## config.mk

```make
export PLATFORM = sky130hd
export DESIGN_NAME = la_top
export DESIGN_NICKNAME = d
export VERILOG_FILES = /design/src/la_pkg.sv /design/src/la_top.sv /design/src/la_uart_tx.sv /design/src/ctrl.sv /design/src/la_ring_ram.sv /design/src/la_sampler.sv
export SDC_FILE = /design/constraint.sdc
export NUM_CORES = 1
export LEC_CHECK = 0
export BUFFER_PORTS_ARGS = -buffer_cell sky130_fd_sc_hd__buf_4
export CAP_MARGIN = 5
export CORE_MARGIN = 2
export CORE_UTILIZATION = 45
export DETAILED_ROUTE_END_ITERATION = 6
export HOLD_SLACK_MARGIN = 0.15
export REMOVE_ABC_BUFFERS = 1
export SLEW_MARGIN = 20
export SYNTH_ARGS = -nofsm -noshare
export SYNTH_HDL_FRONTEND = slang
export SYNTH_SLANG_ARGS = --single-unit
export TNS_END_PERCENT = 50
```

## constraint.sdc

```tcl
create_clock -name clk_i -period 9 [get_ports clk_i]
set_input_delay 1.8 -clock clk_i [delete_from_list [all_inputs] [get_ports clk_i]]
set_output_delay 1.8 -clock clk_i [all_outputs]
set_load 0.05 [all_outputs]
```

## src/la_pkg.sv

```systemverilog
// la_pkg: sizes, dividers, count config struct, fsm state enums
`default_nettype none

package la_pkg;

  localparam int DEPTH      = 5;              // ring address width, 32 entries
  localparam int SAMPLE_W   = 8;              // probe / sample width
  localparam int CNT_W      = 16;             // width of each count field
  localparam int SAMPLE_DIV = 4;              // clocks per sample strobe
  localparam int BAUD_DIV   = 8;              // clocks per uart bit

  // derived counter widths
  localparam int SDIV_W = $clog2(SAMPLE_DIV); // sample divider counter
  localparam int BAUD_W = $clog2(BAUD_DIV);   // baud counter
  localparam int BIT_W  = $clog2(SAMPLE_W);   // uart data bit index

  // command word, latched on set_cnt
  typedef struct packed {
    logic [CNT_W-1:0] dly_cnt;                // post-trigger length, upper half
    logic [CNT_W-1:0] rd_cnt;                 // readout length, lower half
  } cnt_cfg_t;

  // capture / readout controller
  typedef enum logic [1:0] {
    IDLE,                                     // pre-trigger fill
    TRG,                                      // post-trigger fill
    TX,                                       // issue one frame
    TX_WAIT                                   // wait for transmitter
  } ctrl_state_t;

  // 8N1 transmitter
  typedef enum logic [1:0] {
    U_IDLE,
    U_START,
    U_DATA,
    U_STOP
  } uart_state_t;

endpackage

`default_nettype wire
```

## src/la_top.sv

```systemverilog
// la_top: logic analyzer top, sampler, ring, ctrl and uart transmitter
`default_nettype none
`timescale 1ns/100ps

module la_top import la_pkg::*; (
  input  wire logic                clk_i,
  input  wire logic                rst_in,     // sync, active low
  input  wire logic [SAMPLE_W-1:0] probe_i,    // sampled bus
  input  wire cnt_cfg_t            cmd_i,      // count command word
  input  wire logic                set_cnt_i,  // latch cmd_i
  input  wire logic                run_i,      // trigger
  output logic                     tx_o,       // serial out
  output logic                     busy_o      // capture or readout active
);

  logic                stb;                    // sample strobe
  logic [SAMPLE_W-1:0] sample;
  logic                we;
  logic [DEPTH-1:0]    addr;                   // shared ring address
  logic [SAMPLE_W-1:0] rd_data;
  logic                tx_stb;
  logic                tx_rdy;

  la_sampler sampler_i (
    .clk_i    (clk_i),
    .rst_in   (rst_in),
    .probe_i  (probe_i),
    .stb_o    (stb),
    .sample_o (sample)
  );

  la_ring_ram ring_i (
    .clk_i   (clk_i),
    .we_i    (we),
    .waddr_i (addr),
    .wdata_i (sample),
    .raddr_i (addr),
    .rdata_o (rd_data)
  );

  ctrl ctrl_i (
    .clk_i     (clk_i),
    .rst_in    (rst_in),
    .set_cnt_i (set_cnt_i),
    .cmd_i     (cmd_i),
    .run_i     (run_i),
    .stb_i     (stb),
    .we_o      (we),
    .addr_o    (addr),
    .tx_rdy_i  (tx_rdy),
    .tx_stb_o  (tx_stb),
    .busy_o    (busy_o)
  );

  la_uart_tx uart_i (
    .clk_i  (clk_i),
    .rst_in (rst_in),
    .stb_i  (tx_stb),
    .data_i (rd_data),
    .rdy_o  (tx_rdy),
    .tx_o   (tx_o)
  );

endmodule

`default_nettype wire

```

## src/la_uart_tx.sv

```systemverilog
// la_uart_tx: 8N1 serial transmitter with ready flag
`default_nettype none
`timescale 1ns/100ps

module la_uart_tx import la_pkg::*; (
  input  wire logic                clk_i,
  input  wire logic                rst_in,     // sync, active low
  input  wire logic                stb_i,      // start frame, only while rdy_o
  input  wire logic [SAMPLE_W-1:0] data_i,     // byte, latched with stb_i
  output logic                     rdy_o,      // high only in U_IDLE
  output logic                     tx_o        // serial line, idle high
);

  uart_state_t         state_q;
  logic [BAUD_W-1:0]   baud_q;                 // cycles within a bit
  logic [BIT_W-1:0]    bit_q;                  // data bit index
  logic [SAMPLE_W-1:0] shr_q;                  // data, shifted out LSB first
  logic                bit_end;

  assign bit_end = (baud_q == BAUD_W'(BAUD_DIV - 1));
  assign rdy_o   = (state_q == U_IDLE);

  always_ff @(posedge clk_i) begin
    if (!rst_in) begin
      state_q <= U_IDLE;
      baud_q  <= '0;
      bit_q   <= '0;
      tx_o    <= 1'b1;
    end else begin
      baud_q <= (state_q == U_IDLE || bit_end) ? '0 : baud_q + 1'b1;
      case (state_q)
        U_IDLE: begin
          if (stb_i) begin
            tx_o    <= 1'b0;                   // start bit
            state_q <= U_START;
          end
        end
        U_START: begin
          if (bit_end) begin
            tx_o    <= shr_q[0];               // bit 0
            bit_q   <= '0;
            state_q <= U_DATA;
          end
        end
        U_DATA: begin
          if (bit_end) begin
            if (bit_q == BIT_W'(SAMPLE_W - 1)) begin
              tx_o    <= 1'b1;                 // stop bit
              state_q <= U_STOP;
            end else begin
              tx_o  <= shr_q[1];               // next bit before shift
              bit_q <= bit_q + 1'b1;
            end
          end
        end
        U_STOP: begin
          if (bit_end) begin
            state_q <= U_IDLE;                 // ready again
          end
        end
        default: state_q <= U_IDLE;
      endcase
    end
  end

  // shift register, loaded on accepted strobe
  always_ff @(posedge clk_i) begin
    if (state_q == U_IDLE && stb_i) begin
      shr_q <= data_i;
    end else if (state_q == U_DATA && bit_end) begin
      shr_q <= {1'b0, shr_q[SAMPLE_W-1:1]};
    end
  end

endmodule

`default_nettype wire

```

## src/ctrl.sv

```systemverilog
// ctrl: capture and readout fsm, ring pointer, latched sample counts
`default_nettype none
`timescale 1ns/100ps

module ctrl import la_pkg::*; (
  input  wire logic             clk_i,
  input  wire logic             rst_in,        // sync, active low
  input  wire logic             set_cnt_i,     // latch cmd_i
  input  wire cnt_cfg_t         cmd_i,         // dly_cnt / rd_cnt
  input  wire logic             run_i,         // arm trigger
  input  wire logic             stb_i,         // sample strobe
  output logic                  we_o,          // ring write enable
  output logic [DEPTH-1:0]      addr_o,        // ring address, write and read
  input  wire logic             tx_rdy_i,      // transmitter idle
  output logic                  tx_stb_o,      // start one frame
  output logic                  busy_o         // capture or readout running
);

  ctrl_state_t state_q, state_d;

  logic [CNT_W-1:0]   rd_cnt_q;                // readout length field
  logic [CNT_W-1:0]   dly_cnt_q;               // post-trigger length field
  logic [CNT_W+3:0]   cnt_q, cnt_d;            // room for 4x a count
  logic [DEPTH-1:0]   ptr_q, ptr_d;            // next write slot
  logic [CNT_W+3:0]   trg_len;                 // (dly_cnt + 2) * 4
  logic [CNT_W+3:0]   rd_len;                  // (rd_cnt + 1) * 4

  // widen before adding so the max count does not wrap
  assign trg_len = {({2'b00, dly_cnt_q} + (CNT_W + 2)'(2)), 2'b00};
  assign rd_len  = {({2'b00, rd_cnt_q} + (CNT_W + 2)'(1)), 2'b00};

  assign addr_o = ptr_q;
  assign busy_o = (state_q != IDLE);

  always_comb begin
    state_d  = state_q;
    cnt_d    = cnt_q;
    ptr_d    = ptr_q;
    we_o     = 1'b0;
    tx_stb_o = 1'b0;

    case (state_q)
      IDLE: begin                              // fill ring ahead of trigger
        if (run_i) begin
          state_d = TRG;
          cnt_d   = (CNT_W + 4)'(1);           // count starts at one
        end
        if (stb_i) begin
          we_o  = 1'b1;
          ptr_d = ptr_q + 1'b1;
        end
      end

      TRG: begin
        if (cnt_q == trg_len) begin
          // enough samples after trigger, step back to newest
          state_d = TX;
          cnt_d   = '0;
          ptr_d   = ptr_q - 1'b1;
        end else if (stb_i) begin
          we_o  = 1'b1;
          cnt_d = cnt_q + 1'b1;
          ptr_d = ptr_q + 1'b1;
        end
      end

      TX: begin                                // one frame per visit
        if (cnt_q == rd_len) begin
          state_d = IDLE;                      // readout done
        end else begin
          tx_stb_o = 1'b1;                     // reads ring at ptr this cycle
          cnt_d    = cnt_q + 1'b1;
          ptr_d    = ptr_q - 1'b1;             // walk backwards, newest first
          state_d  = TX_WAIT;
        end
      end

      TX_WAIT: begin
        if (tx_rdy_i) begin                    // frame finished
          state_d = TX;
        end
      end

      default: state_d = IDLE;
    endcase
  end

  always_ff @(posedge clk_i) begin
    if (!rst_in) begin
      state_q <= IDLE;
      cnt_q   <= '0;
      ptr_q   <= '0;
    end else begin
      state_q <= state_d;
      cnt_q   <= cnt_d;
      ptr_q   <= ptr_d;
    end
  end

  // counts may change at any time, used from the next compare on
  always_ff @(posedge clk_i) begin
    if (!rst_in) begin
      rd_cnt_q  <= '0;
      dly_cnt_q <= '0;
    end else if (set_cnt_i) begin
      rd_cnt_q  <= cmd_i.rd_cnt;
      dly_cnt_q <= cmd_i.dly_cnt;
    end
  end

endmodule

`default_nettype wire

```

## src/la_ring_ram.sv

```systemverilog
// la_ring_ram: 32 x 8 ring buffer, sync write, async read
`default_nettype none
`timescale 1ns/100ps

module la_ring_ram import la_pkg::*; (
  input  wire logic                clk_i,
  input  wire logic                we_i,       // write enable from ctrl
  input  wire logic [DEPTH-1:0]    waddr_i,
  input  wire logic [SAMPLE_W-1:0] wdata_i,    // sampler output
  input  wire logic [DEPTH-1:0]    raddr_i,
  output logic      [SAMPLE_W-1:0] rdata_o     // to transmitter
);

  logic [SAMPLE_W-1:0] mem_q [2**DEPTH];       // contents undefined until written

  always_ff @(posedge clk_i) begin
    if (we_i) begin
      mem_q[waddr_i] <= wdata_i;
    end
  end

  // async read so the entry is valid in the tx_stb cycle
  assign rdata_o = mem_q[raddr_i];

endmodule

`default_nettype wire

```

## src/la_sampler.sv

```systemverilog
// la_sampler: sample strobe divider and probe capture register
`default_nettype none
`timescale 1ns/100ps

module la_sampler import la_pkg::*; (
  input  wire logic                clk_i,
  input  wire logic                rst_in,     // sync, active low
  input  wire logic [SAMPLE_W-1:0] probe_i,    // probe bus
  output logic                     stb_o,      // one cycle per SAMPLE_DIV
  output logic      [SAMPLE_W-1:0] sample_o    // probe value from last strobe
);

  logic [SDIV_W-1:0] div_q;                    // free-running divider
  logic              div_wrap;

  assign div_wrap = (div_q == SDIV_W'(SAMPLE_DIV - 1));

  // divider restarts at zero, strobe registered off the wrap
  always_ff @(posedge clk_i) begin
    if (!rst_in) begin
      div_q <= '0;
      stb_o <= 1'b0;
    end else begin
      div_q <= div_wrap ? '0 : div_q + 1'b1;
      stb_o <= div_wrap;                       // first high SAMPLE_DIV cycles in
    end
  end

  // capture on the edge that ends a strobe cycle
  // ring writes this value on the following strobe
  always_ff @(posedge clk_i) begin
    if (stb_o) begin
      sample_o <= probe_i;
    end
  end

endmodule

`default_nettype wire

```

==> run_results.csv <==
group,metric,value,unit
job,maxCapViolations,0,
grt,antenna_found_initial,0,
yosys,synthFlopType,"edfxtp_1",
yosys,synth_area_per_cell,14.95,sq um
die,die-area,35640,sq um
finish,n_antenna_cell,0,
power_and_ir_drop,p_int,2.934,mW
clock_network,clk_path_buf_depth,3,
setup_path,cp-end-kind,"flip-flop",
clock_network,ctsHoldBuffers,0,
sta,setup_violations,0,
power_and_ir_drop,p_leak,5.641,nW
clock_network,htree_num_levels,2,
sta,min_period,4337,ps
detailed_routing,postRouteAntennaNets,0,
yosys,ys_seq_area_share,63.06,%
sta,period_share,48.19,%
sta,slew_headroom,26.65,%
die,pin_count,46,
place,portBuffers,45,
place,dp.cells,1473,
finish,instances_no_fill,1542,
finish,area_growth,13.57,%
die,rows,67,
clock_network,cts_setup_buffers,0,
detailed_routing,wl_per_cell,22.27,um
run_status,status,"finished clean",
place,gp_congestion,0.8535,
clock_network,path_clk_slew,60,ps
die,die-width,188.8,um
setup_path,r2r_cells,9,
hold_path,holdPathStages,1,
hold_path,hold_start,"sampler_i.div_q[0]",
setup_path,r2r-start,"ctrl_i.dly_cnt_q[1]",
clock_network,cts_buffers,38,
hold_path,min_to,"sampler_i.div_q[0]",
die,core-area,33620,sq um
setup_path,path_class,"reg2reg",
yosys,yosysWarnings,0,
power_and_ir_drop,ir_worst_vdd,0.1334,mV
power_and_ir_drop,power_switching,1.070,mW
sta,rsz0062_at_grt,"no",
die,start_util,45.71,%
detailed_routing,wirelength,34330,um
power_and_ir_drop,p_clk_share,39.7,%
detailed_routing,drtIter0Drc,702,
yosys,ys_types,80,
yosys,synthArstFlopShare,0,%
place,dp_worst_setup_slack,4717,ps
clock_network,cts-root-buf,"clkbuf_16",
sta,clock.fmax,230.6,MHz
grt,gr-usage-all-layers,19.76,%
yosys,synth_top_area_share,53.16,%
power_and_ir_drop,power_density,229.5,nW/um^2
sta,hold_violations,0,
detailed_routing,routed_via_density,5.867,
yosys,ys_top_cells_by_area,"edfxtp_1 (53%), mux4_2 (12%), dfxtp_1 (9.9%)",
sta,slew_violations,0,
power_and_ir_drop,combPwrFrac,15.0,%
detailed_routing,drc,0,
setup_path,arrival,4490,ps
yosys,netlist_instances,1028,
grt,grt_max_degree,65,
yosys,synth_area_leader_cell,"edfxtp_1",
yosys,synth-edff-count,272,
die,die_h,188.8,um
setup_path,rr_endpoint,"ring_i.mem_q[22][0]",
clock_network,cts_tree,"built",
place,dp_hpwl,22980,um
setup_path,cp.required,9160,ps
finish,final_layout_size_suffix_gt1_share,21.02,%
yosys,netlist_area,15360,sq um
clock_network,clock_sinks,348,
hold_path,hold_class,"reg2reg",
setup_path,crit_fanout,10,
grt,grt_pass1_vias,9197,
finish,final_nets,1134,
power_and_ir_drop,sw_frac_of_total,26.73,%
setup_path,r2r_setup_slack,4660,ps
grt,grt_pass1_wl,54050,um
sta,fin_ws,4663,ps
detailed_routing,first_pass_iters,5,
setup_path,worstSetupStartpointType,"flip-flop",
clock_network,worstSkewPairLatency,550,ps
sta,worst_slew_pin_slew,1095,ps
grt,globalRoute.totalOverflow,0,
sta,fin_skew,24.57,ps
clock_network,cts_resized,0,
detailed_routing,vias,9047,
sta,setup_tns,0,ps
power_and_ir_drop,seqPwrFrac,45.3,%
yosys,ys_seq_elements,348,
[layout by cell type, fill, tap and decap left out, types with 7 or more instances in the layout]
cell type | netlist | routed
a31oi_1 | 12 | 12
buf_4 | 0 | 48
mux4_2 | 80 | 80
nand2_2 | 7 | 7
clkinv_2 | 0 | 7
mux2i_1 | 43 | 43
nor3_1 | 9 | 9
xor2_1 | 14 | 14
a211oi_1 | 9 | 9
o21ai_2 | 8 | 8
inv_1 | 25 | 24
buf_8 | 0 | 9
o21ai_0 | 24 | 24
nor4_1 | 12 | 12
a21oi_1 | 10 | 10
nor2_1 | 94 | 94
xnor2_1 | 28 | 28
nand2_1 | 38 | 38
ha_1 | 22 | 22
dfxtp_1 | 76 | 74
nand3_1 | 26 | 26
edfxtp_1 | 272 | 272
and3_1 | 11 | 11
nand4_1 | 10 | 10
a32o_1 | 7 | 7
o211ai_1 | 8 | 8
nor3b_1 | 9 | 9
or3_1 | 15 | 15
clkbuf_16 | 0 | 38
nand2b_1 | 9 | 9
o22ai_1 | 7 | 7
[metrics by stage]
stage	hold WS [ps]	area, sq um	util [%]	power (mW)
floorplan	407.3	15100	-	2.260
global placement	416.7	16030	47.68	2.442
detailed placement	422.6	16130	47.98	2.450
CTS	431.1	17400	51.77	4.040
global route	465.5	17450	51.91	4.159
finish	429.3	17450	51.91	4.004
[registers in the layout (all words and copies together), names as in the netlist, named ones only]
| signal | cells |
|---|---|
| ctrl_i.dly_cnt_q | 16 |
| ctrl_i.cnt_q | 20 |
| ctrl_i.state_q | 2 |
| uart_i.shr_q | 8 |
| ctrl_i.addr_o | 5 |
| uart_i.state_q | 2 |
| uart_i.tx_o | 1 |
| ring_i.mem_q | 256 |
| uart_i.baud_q | 3 |
| ctrl_i.rd_cnt_q | 16 |
| uart_i.bit_q | 3 |
| sampler_i.stb_o | 1 |
| sampler_i.sample_o | 8 |
| sampler_i.div_q | 2 |
[how the worst max path moves through the flow]
stage	endpoint	startpoint	depth (start not counted)	slack, ps
after floorplan	uart_i.shr_q[0]	flip-flop	4	4670
after global placement	uart_i.shr_q[7]	ctrl_i.rd_cnt_q[5]	8	4870
after detailed placement	ring_i.mem_q[22][3]	ctrl_i.dly_cnt_q[1]	9	4720
after CTS	ring_i.mem_q[22][0]	ctrl_i.dly_cnt_q[1]	9	4720
after global routing	ring_i.mem_q[22][0]	ctrl_i.dly_cnt_q[3]	8	4410
final	ring_i.mem_q[22][0]	ctrl_i.dly_cnt_q[1]	9	4660
[cells in the mapped netlist (3+ instances only)]
master and number:
nand2b_1 9, a211oi_1 9, o21ai_2 8, edfxtp_1 272
o21ai_0 24, nor2_1 94, mux4_2 80, nor4_1 12
nand3b_1 5, nor2b_1 3, xnor2_1 28, mux2i_1 43
dfxtp_1 76, nand2_2 7, nand3_1 26, clkbuf_1 33
and4_1 3, xor2_1 14, a31oi_1 12, buf_1 17
o21ai_1 4, ha_1 22, nand4_1 10, and3_1 11
or3_1 15, a32o_1 7, o21a_1 3, nor3_1 9
a22oi_1 6, nor3b_1 9, buf_2 3, inv_1 25
o32ai_1 5, or2_2 4, o211ai_1 8, o31ai_1 3
nand2_1 38, o22ai_1 7, and2_1 6, buf_6 3
a21oi_1 10
[cell families (layout without fill, tap and decap cells)]
family / Yosys count / count (layout) / share of synthesized area [%]
AND/OR/NAND/NOR: 275 / 275 / 9.275
XOR/XNOR: 42 / 42 / 2.394
AO/OA/AOI/OAI: 134 / 134 / 6.564
buffers and inverters: 83 / 149 / 2.313
flip-flops: 348 / 348 / 63.06
adder cells (fa/ha/maj): 22 / 22 / 1.792
multiplexers: 124 / 124 / 14.60
[area by class of cell]
cell class                      count  area [sq um]
Multi-Input combinational cell    597          5320
Fill cell                        2808         16170
Timing Repair Buffer               58         506.7
Sequential cell                   348          9694
Clock buffer                       42         965.9
Inverter                           25         95.09
Clock inverter                     24         306.5
Tap cell                          448         560.5
[power by group through the flow]
stage                     Sequential [mW]  Clock, mW  Combinational, mW
after floorplan                      1.86          0              0.397
after global placement               1.85          0              0.591
after global routing                 1.82       1.68              0.657
after detailed placement             1.85          0              0.600
after CTS                            1.82       1.62              0.604
final                                1.81       1.59              0.601
[critical path: stages, from the launching register on]
cell,delay [ps]
dfxtp_1,390
ha_1,290
nand3_1,230
nor4_1,610
a21oi_1,150
o211a_1,150
and4_1,240
a21oi_2,460
o211ai_1,520
nor2_1,920
[per-layer routing]
layer  GRT usage [%]  wire [um]  vias to the layer above
met5               0          0                        -
met4           5.108        793                        0
met3           2.887       1803                       54
met2           32.25      16470                      264
met1           28.00      15270                     4603
li1                -          -                     4126
Power figures use the tool's default switching activity.
